===== config.mk =====
export PLATFORM = sky130hd
export DESIGN_NAME = atri_packet_ctrl
export DESIGN_NICKNAME = d
export VERILOG_FILES = /design/src/atri_pkt_pkg.sv /design/src/rx_parser.sv /design/src/tx_framer.sv /design/src/atri_packet_ctrl.sv
export SDC_FILE = /design/constraint.sdc
export NUM_CORES = 1
export LEC_CHECK = 0
export BUFFER_PORTS_ARGS = -buffer_cell sky130_fd_sc_hd__buf_4
export CAP_MARGIN = 20
export CORE_MARGIN = 8
export CORE_UTILIZATION = 45
export DETAILED_ROUTE_END_ITERATION = 16
export PLACE_DENSITY = 0.67
export SYNTH_ARGS = -nofsm -noshare
export SYNTH_HDL_FRONTEND = slang
export SYNTH_SLANG_ARGS = --single-unit
export TNS_END_PERCENT = 10

===== constraint.sdc =====
create_clock -name clk_i -period 3 [get_ports clk_i]
set_input_delay 0.6 -clock clk_i [delete_from_list [all_inputs] [get_ports clk_i]]
set_output_delay 0.6 -clock clk_i [all_outputs]
set_load 0.01 [all_outputs]

===== src/atri_pkt_pkg.sv =====
package atri_pkt_pkg;

	// Stream and field types
	typedef logic [7:0] byte_t;
	typedef logic [7:0] dest_t;
	typedef logic [1:0] i2c_chan_t;
	typedef logic [7:0] err_code_t;

	// Framing characters '<' and '>'
	localparam byte_t SOF_BYTE = 8'h3C;
	localparam byte_t EOF_BYTE = 8'h3E;

	// Destination and source codes
	localparam dest_t DEST_CONTROLLER = 8'd0;
	localparam dest_t DEST_WISHBONE   = 8'd1;
	localparam dest_t DEST_DBSTATUS   = 8'd2;
	localparam dest_t DEST_I2C_FIRST  = 8'd3;
	localparam dest_t DEST_I2C_LAST   = 8'd6;

	// Error payloads
	localparam err_code_t ERR_RESET      = 8'h00;
	localparam err_code_t ERR_BAD_PACKET = 8'hFF;
	localparam err_code_t ERR_BAD_DEST   = 8'hFE;
	localparam err_code_t ERR_I2C_FULL   = 8'hFD;

	// Payload lengths of the replies
	localparam byte_t STATUS_LEN = 8'd4;
	localparam byte_t ERR_LEN    = 8'd1;

	localparam int NUM_DAUGHTERS = 4;

	typedef enum logic [1:0] {
		REPLY_ERR,
		REPLY_STATUS
	} reply_kind_t;

	// Parser to framer request
	typedef struct packed {
		reply_kind_t kind;
		byte_t       pktno;
		err_code_t   err;
	} reply_req_t;

endpackage


===== src/rx_parser.sv =====
`timescale 1ns/1ps

module rx_parser (
	input  logic                     clk_i,
	input  logic                     reset_i,
	input  atri_pkt_pkg::byte_t      dat_i,
	input  logic                     empty_i,
	input  logic                     rx_enable_i,
	input  atri_pkt_pkg::byte_t      i2c_count_i,
	output logic                     rd_o,
	output logic                     i2c_wr_o,
	output atri_pkt_pkg::i2c_chan_t  i2c_adr_o,
	output atri_pkt_pkg::byte_t      i2c_dat_o,
	output logic                     reply_valid_o,
	output atri_pkt_pkg::reply_req_t reply_o
);

	typedef enum logic [3:0] {
		S_IDLE,
		S_START,
		S_DEST,
		S_NUMBER,
		S_LENGTH,
		S_I2C_CHECK,
		S_FWD_NUMBER,
		S_FWD_LENGTH,
		S_FWD_PAYLOAD,
		S_STATUS_END,
		S_I2C_END,
		S_REPORT
	} state_t;

	state_t                   state_q;
	atri_pkt_pkg::byte_t      pktno_q;
	atri_pkt_pkg::byte_t      len_q;
	atri_pkt_pkg::byte_t      cnt_q;
	atri_pkt_pkg::i2c_chan_t  chan_q;
	logic                     status_q;
	atri_pkt_pkg::reply_req_t reply_q;

	function automatic atri_pkt_pkg::reply_req_t err_reply(input atri_pkt_pkg::err_code_t code);
		atri_pkt_pkg::reply_req_t r;
		r.kind  = atri_pkt_pkg::REPLY_ERR;
		r.pktno = '0;
		r.err   = code;
		return r;
	endfunction

	always_ff @(posedge clk_i) begin
		if (reset_i) begin
			state_q <= S_IDLE;
		end else begin
			case (state_q)
				S_IDLE: begin
					if (rx_enable_i && !empty_i)
						state_q <= S_START;
				end
				S_START: begin
					if (empty_i || dat_i != atri_pkt_pkg::SOF_BYTE) begin
						reply_q <= err_reply(atri_pkt_pkg::ERR_BAD_PACKET);
						state_q <= S_REPORT;
					end else begin
						state_q <= S_DEST;
					end
				end
				S_DEST: begin
					if (empty_i) begin
						reply_q <= err_reply(atri_pkt_pkg::ERR_BAD_PACKET);
						state_q <= S_REPORT;
					end else if (dat_i == atri_pkt_pkg::DEST_CONTROLLER ||
							dat_i == atri_pkt_pkg::DEST_WISHBONE ||
							dat_i > atri_pkt_pkg::DEST_I2C_LAST) begin
						reply_q <= err_reply(atri_pkt_pkg::ERR_BAD_DEST);
						state_q <= S_REPORT;
					end else begin
						status_q <= (dat_i == atri_pkt_pkg::DEST_DBSTATUS);
						// Unused for a status request
						chan_q <= atri_pkt_pkg::i2c_chan_t'(dat_i - atri_pkt_pkg::DEST_I2C_FIRST);
						state_q <= S_NUMBER;
					end
				end
				S_NUMBER: begin
					if (empty_i) begin
						reply_q <= err_reply(atri_pkt_pkg::ERR_BAD_PACKET);
						state_q <= S_REPORT;
					end else begin
						pktno_q <= dat_i;
						state_q <= status_q ? S_STATUS_END : S_LENGTH;
					end
				end
				S_LENGTH: begin
					if (empty_i) begin
						reply_q <= err_reply(atri_pkt_pkg::ERR_BAD_PACKET);
						state_q <= S_REPORT;
					end else begin
						len_q <= dat_i;
						cnt_q <= '0;
						state_q <= S_I2C_CHECK;
					end
				end
				S_I2C_CHECK: begin
					if (len_q > i2c_count_i) begin
						reply_q <= err_reply(atri_pkt_pkg::ERR_I2C_FULL);
						state_q <= S_REPORT;
					end else begin
						state_q <= S_FWD_NUMBER;
					end
				end
				S_FWD_NUMBER: state_q <= S_FWD_LENGTH;
				S_FWD_LENGTH: state_q <= (len_q == '0) ? S_I2C_END : S_FWD_PAYLOAD;
				S_FWD_PAYLOAD: begin
					if (empty_i) begin
						reply_q <= err_reply(atri_pkt_pkg::ERR_BAD_PACKET);
						state_q <= S_REPORT;
					end else begin
						cnt_q <= cnt_q + 8'd1;
						if (cnt_q == len_q - 8'd1)
							state_q <= S_I2C_END;
					end
				end
				S_STATUS_END: begin
					if (empty_i || dat_i != atri_pkt_pkg::EOF_BYTE) begin
						reply_q <= err_reply(atri_pkt_pkg::ERR_BAD_PACKET);
					end else begin
						reply_q.kind  <= atri_pkt_pkg::REPLY_STATUS;
						reply_q.pktno <= pktno_q;
						reply_q.err   <= atri_pkt_pkg::ERR_RESET;
					end
					state_q <= S_REPORT;
				end
				S_I2C_END: begin
					if (empty_i || dat_i != atri_pkt_pkg::EOF_BYTE) begin
						reply_q <= err_reply(atri_pkt_pkg::ERR_BAD_PACKET);
						state_q <= S_REPORT;
					end else begin
						state_q <= S_IDLE;
					end
				end
				// Wait out an unsolicited status packet before handing over
				S_REPORT: begin
					if (rx_enable_i)
						state_q <= S_IDLE;
				end
				default: state_q <= S_IDLE;
			endcase
		end
	end

	// Every examined byte is popped in the same cycle
	always_comb begin
		case (state_q)
			S_START, S_DEST, S_NUMBER, S_LENGTH,
			S_FWD_PAYLOAD, S_STATUS_END, S_I2C_END: rd_o = !empty_i;
			default: rd_o = 1'b0;
		endcase
	end

	always_comb begin
		case (state_q)
			S_FWD_NUMBER: begin
				i2c_wr_o  = 1'b1;
				i2c_dat_o = pktno_q;
			end
			S_FWD_LENGTH: begin
				i2c_wr_o  = 1'b1;
				i2c_dat_o = len_q;
			end
			S_FWD_PAYLOAD: begin
				i2c_wr_o  = !empty_i;
				i2c_dat_o = dat_i;
			end
			default: begin
				i2c_wr_o  = 1'b0;
				i2c_dat_o = dat_i;
			end
		endcase
	end

	assign i2c_adr_o     = chan_q;
	assign reply_valid_o = (state_q == S_REPORT) && rx_enable_i;
	assign reply_o       = reply_q;

endmodule


===== src/tx_framer.sv =====
`timescale 1ns/1ps

module tx_framer (
	input  logic                     clk_i,
	input  logic                     reset_i,
	input  logic                     full_i,
	input  logic                     reply_valid_i,
	input  atri_pkt_pkg::reply_req_t reply_i,
	input  logic                     status_change_i,
	input  atri_pkt_pkg::byte_t [atri_pkt_pkg::NUM_DAUGHTERS-1:0] db_status_i,
	output atri_pkt_pkg::byte_t      dat_o,
	output logic                     wr_o,
	output logic                     packet_o,
	output logic                     status_change_ack_o,
	output logic                     rx_enable_o
);

	typedef enum logic [2:0] {
		S_RESET_ANN,
		S_IDLE,
		S_START,
		S_SOURCE,
		S_NUMBER,
		S_LENGTH,
		S_PAYLOAD,
		S_END
	} state_t;

	state_t                    state_q;
	atri_pkt_pkg::reply_kind_t kind_q;
	atri_pkt_pkg::dest_t       src_q;
	atri_pkt_pkg::byte_t       num_q;
	atri_pkt_pkg::byte_t       len_q;
	atri_pkt_pkg::byte_t       idx_q;
	atri_pkt_pkg::err_code_t   err_q;
	atri_pkt_pkg::byte_t       payload;

	always_ff @(posedge clk_i) begin
		if (reset_i) begin
			// Header of the reset announcement
			state_q <= S_RESET_ANN;
			kind_q  <= atri_pkt_pkg::REPLY_ERR;
			src_q   <= atri_pkt_pkg::DEST_CONTROLLER;
			num_q   <= '0;
			len_q   <= atri_pkt_pkg::ERR_LEN;
			err_q   <= atri_pkt_pkg::ERR_RESET;
			idx_q   <= '0;
		end else begin
			case (state_q)
				S_RESET_ANN, S_START: begin
					if (!full_i)
						state_q <= S_SOURCE;
				end
				S_IDLE: begin
					idx_q <= '0;
					if (status_change_i) begin
						kind_q  <= atri_pkt_pkg::REPLY_STATUS;
						src_q   <= atri_pkt_pkg::DEST_DBSTATUS;
						num_q   <= '0;
						len_q   <= atri_pkt_pkg::STATUS_LEN;
						state_q <= S_START;
					end else if (reply_valid_i) begin
						kind_q <= reply_i.kind;
						if (reply_i.kind == atri_pkt_pkg::REPLY_STATUS) begin
							src_q <= atri_pkt_pkg::DEST_DBSTATUS;
							num_q <= reply_i.pktno;
							len_q <= atri_pkt_pkg::STATUS_LEN;
						end else begin
							src_q <= atri_pkt_pkg::DEST_CONTROLLER;
							num_q <= '0;
							len_q <= atri_pkt_pkg::ERR_LEN;
							err_q <= reply_i.err;
						end
						state_q <= S_START;
					end
				end
				S_SOURCE: if (!full_i) state_q <= S_NUMBER;
				S_NUMBER: if (!full_i) state_q <= S_LENGTH;
				S_LENGTH: if (!full_i) state_q <= S_PAYLOAD;
				S_PAYLOAD: begin
					if (!full_i) begin
						idx_q <= idx_q + 8'd1;
						if (idx_q == len_q - 8'd1)
							state_q <= S_END;
					end
				end
				S_END: if (!full_i) state_q <= S_IDLE;
				default: state_q <= S_IDLE;
			endcase
		end
	end

	// Daughter 1 sits in the low byte
	assign payload = (kind_q == atri_pkt_pkg::REPLY_STATUS) ?
		db_status_i[atri_pkt_pkg::i2c_chan_t'(idx_q)] : err_q;

	always_comb begin
		case (state_q)
			S_SOURCE:  dat_o = src_q;
			S_NUMBER:  dat_o = num_q;
			S_LENGTH:  dat_o = len_q;
			S_PAYLOAD: dat_o = payload;
			S_END:     dat_o = atri_pkt_pkg::EOF_BYTE;
			default:   dat_o = atri_pkt_pkg::SOF_BYTE;
		endcase
	end

	// Byte held in place while the outbound FIFO is full
	assign wr_o     = !reset_i && (state_q != S_IDLE) && !full_i;
	assign packet_o = (state_q == S_END) && !full_i;

	assign status_change_ack_o = (state_q == S_IDLE) && status_change_i;
	assign rx_enable_o         = (state_q == S_IDLE) && !status_change_i;

endmodule


===== src/atri_packet_ctrl.sv =====
`timescale 1ns/1ps

module atri_packet_ctrl (
	input  logic                    clk_i,
	input  logic                    reset_i,
	input  atri_pkt_pkg::byte_t     dat_i,
	input  logic                    empty_i,
	input  logic                    full_i,
	input  logic                    status_change_i,
	input  atri_pkt_pkg::byte_t [atri_pkt_pkg::NUM_DAUGHTERS-1:0] db_status_i,
	input  atri_pkt_pkg::byte_t     i2c_count_i,
	output atri_pkt_pkg::byte_t     dat_o,
	output logic                    rd_o,
	output logic                    wr_o,
	output logic                    packet_o,
	output logic                    status_change_ack_o,
	output logic                    i2c_wr_o,
	output atri_pkt_pkg::i2c_chan_t i2c_adr_o,
	output atri_pkt_pkg::byte_t     i2c_dat_o
);

	atri_pkt_pkg::reply_req_t reply_req;
	logic                     reply_valid;
	logic                     rx_enable;

	// Inbound side
	rx_parser rx_parser_i (
		.clk_i         (clk_i),
		.reset_i       (reset_i),
		.dat_i         (dat_i),
		.empty_i       (empty_i),
		.rx_enable_i   (rx_enable),
		.i2c_count_i   (i2c_count_i),
		.rd_o          (rd_o),
		.i2c_wr_o      (i2c_wr_o),
		.i2c_adr_o     (i2c_adr_o),
		.i2c_dat_o     (i2c_dat_o),
		.reply_valid_o (reply_valid),
		.reply_o       (reply_req)
	);

	// Outbound side
	tx_framer tx_framer_i (
		.clk_i               (clk_i),
		.reset_i             (reset_i),
		.full_i              (full_i),
		.reply_valid_i       (reply_valid),
		.reply_i             (reply_req),
		.status_change_i     (status_change_i),
		.db_status_i         (db_status_i),
		.dat_o               (dat_o),
		.wr_o                (wr_o),
		.packet_o            (packet_o),
		.status_change_ack_o (status_change_ack_o),
		.rx_enable_o         (rx_enable)
	);

endmodule


==> out/results.ini <==
[synth]
yosysTopAreaCell=edfxtp_1
syn_area_um2=4250
synthMuxAreaShare=0.0756
syn-num-nets=541
postSynthCellCount=472
synth_top_family_by_area=simple AND/OR/NAND/NOR gates
synthTopCellsByCount=nand2_1 (53), nor2_1 (43), a21oi_1 (41), edfxtp_1 (39), o21ai_0 (32)
synth_compound_area_frac=0.148
synth_ff_type=edfxtp_1
synth.most_common_cell=nand2_1
ys_types=61
synthArstFlopShare=0
synth_edf_count=39
synth-simple-area-share=0.225
seq_area_frac_synth=0.412
yosys.area_share.adder=0.0471
yosys_warnings=0
ys_ff_latch=68
syn_avg_cell_area_um2=9.01
synth_xor_area_frac=0.0474
ys_top_cells_by_area=edfxtp_1 (28%), dfxtp_1 (14%), a21oi_1 (4.8%), ha_1 (4.7%), nand2_1 (4.7%)
synth_top_cell_area_share=0.275

[clocking]
cts_tree=yes
postCtsSetupBuffers=0
htree_levels=3
cts_hold_buf=0
root_buffer=clkbuf_8
worstSkewPairLatency_ns=0.34
cts_resized=0
cts_inserted_buffers=9
cts_buffer_depth=2
cts_sinks=68
clk_pin_slew_worst_paths_ns=0.08

[sta]
fmax_mhz=359
rsz0062_at_grt=no
tightest_slew_ns=0.587
slew_headroom=0.608
period_needed_ns=2.78
setup_violations=0
hold_viol_final=0
maxSlewViolCount=0
finalCritPeriodShare=0.927
finalSetupTns_ns=0
hold_ws_ns=0.458
clock_skew_ns=0.00798

[routing]
drt_first_pass_iters=5
drt_iter0_markers=333
drc=0
via_per_inst=5.68
antenna_left=0
totalWireLength_mm=10.8
wl_per_cell_um=16.5
vias=3708

[placed_design]
gp_congestion=0.854
post-dp-hpwl_mm=8.29
io_buffers=75

[die]
ios=76
core_um2=9200
die_area_um2=12800
die_height_um=113
rows=35
fp.dieW_um=113
start_util=0.462

[worst_setup_path]
cp-end-kind=output pin
worstPathRequired_ns=2.40
critPathMaxFanout=11
cp-start-kind=flop
crit_arrival_ns=2.18
worstSetupPathType=reg -> out

[run]
cap_violations=0

[cells_and_area]
drive_above_1_share=0.221
syn_to_final_growth_pct=20.1
num_antenna_cells=0
fin_nets=606

[pwr]
p_leak_nw=1.97
peakVddDrop_mv=0.258
powerDensity_nw_per_um2=544

[grt]
grt_pass1_vias=3709
antenna_found_initial=0
grt_usage=0.170
grt_max_degree=28
grt-ovfl-total=0
grt_first_pass_wirelength_mm=17.8

[worst_hold_path]
hold_path.class=reg -> reg

[outcome]
status=complete, no violations

-- power by group --
group / leakage (nW) / internal, W / switching (W)
clock: 0.0971 / 0.000391 / 0.000373
combinational: 1.28 / 0.000352 / 0.000451
sequential: 0.590 / 0.00110 / 0.000114
-- cell type report --
type                            instances  area [um2]
Multi-Input combinational cell        354        2310
Sequential cell                        68        1750
Clock buffer                           10         128
Clock inverter                          6        72.6
Tap cell                              111         139
Inverter                               19        71.3
Fill cell                             836        4090
Timing Repair Buffer                   85         636
-- layout by cell type (no fill, tap or decap), types with 2 or more instances in the layout --
cell type / n
nor4_1: 2
xnor2_1: 10
nand4_1: 8
inv_1: 18
dfxtp_1: 29
a31oi_1: 5
xor2_1: 13
mux4_2: 8
edfxtp_1: 39
ha_1: 16
nor4b_1: 2
nand3_1: 17
a211oi_1: 2
o21ai_0: 32
or3_1: 3
nand2b_1: 8
or4_1: 3
o2111ai_1: 2
nor2_1: 43
nor3_1: 10
a21oi_1: 41
o211ai_1: 4
and2_1: 10
nand2_1: 53
clkbuf_8: 9
mux2i_1: 13
clkinv_4: 3
o31ai_1: 2
buf_4: 84
or2_2: 4
a2bb2oi_1: 3
nor3b_1: 2
nor2b_1: 8
and3_1: 4
-- cells by family (layout without fill, tap and decap cells) --
group	Yosys count	after routing
xor gates and xnor gates	23	23
and+or+nand+nor	187	187
DFF	68	68
muxes	22	22
AOI/OAI and AO/OA	106	106
adders and majority gates	16	16
buffers and inverters	50	120
-- worst max-delay path, stage by stage, from the launching register on --
cell	delay (ns)
dfxtp_1	0.49
buf_4	0.26
mux4_2	0.51
mux2i_1	0.13
a21oi_1	0.08
a2bb2oi_1	0.18
nor2_1	0.06
buf_4	0.14
-- per-layer routing --
layer / GRT usage / share of wire
met2: 0.281 / 0.47
met1: 0.210 / 0.45
met4: 0.0524 / 0.013
met5: 0 / 0
met3: 0.0495 / 0.071
-- through the flow --
stage	total power [W]	instance area, um2	setup WS, ns	utilization	cells
after global placement	0.00201	4900	0.551	0.533	636
after floorplan	0.00176	4250	0.213	-	472
after CTS	0.00279	5100	0.187	0.555	652
after global routing	0.00294	5110	0.00961	0.555	653
final	0.00278	5110	0.218	0.555	653
after detailed placement	0.00203	4900	0.537	0.533	636
-- final timing paths --
check / start / end / slack [ns] / cells after the start
max: tx_framer_i.idx_q[0]$_SDFFE_PP0P_ / dat_o[0] / 0.22 / 7
min reg2reg: tx_framer_i.num_q[7]$_SDFFE_PP0P_ / tx_framer_i.num_q[7]$_SDFFE_PP0P_ / 0.46 / 2
max reg2reg: rx_parser_i.len_q[0]$_DFFE_PP_ / rx_parser_i.state_q[0]$_SDFFE_PP0P_ / 0.81 / 8
min: tx_framer_i.num_q[7]$_SDFFE_PP0P_ / tx_framer_i.num_q[7]$_SDFFE_PP0P_ / 0.46 / 2
-- flip-flops by register name (all words and copies together) (netlist names) --
register               count
tx_framer_i.kind_q         1
rx_parser_i.i2c_adr_o      2
tx_framer_i.idx_q          8
tx_framer_i.num_q          8
rx_parser_i.state_q        4
tx_framer_i.err_q          3
rx_parser_i.pktno_q        8
tx_framer_i.state_q        3
tx_framer_i.len_q          2
rx_parser_i.reply_o       12
rx_parser_i.cnt_q          8
rx_parser_i.status_q       1
rx_parser_i.len_q          8
No activity file was read; power rests on OpenSTA's default activity.
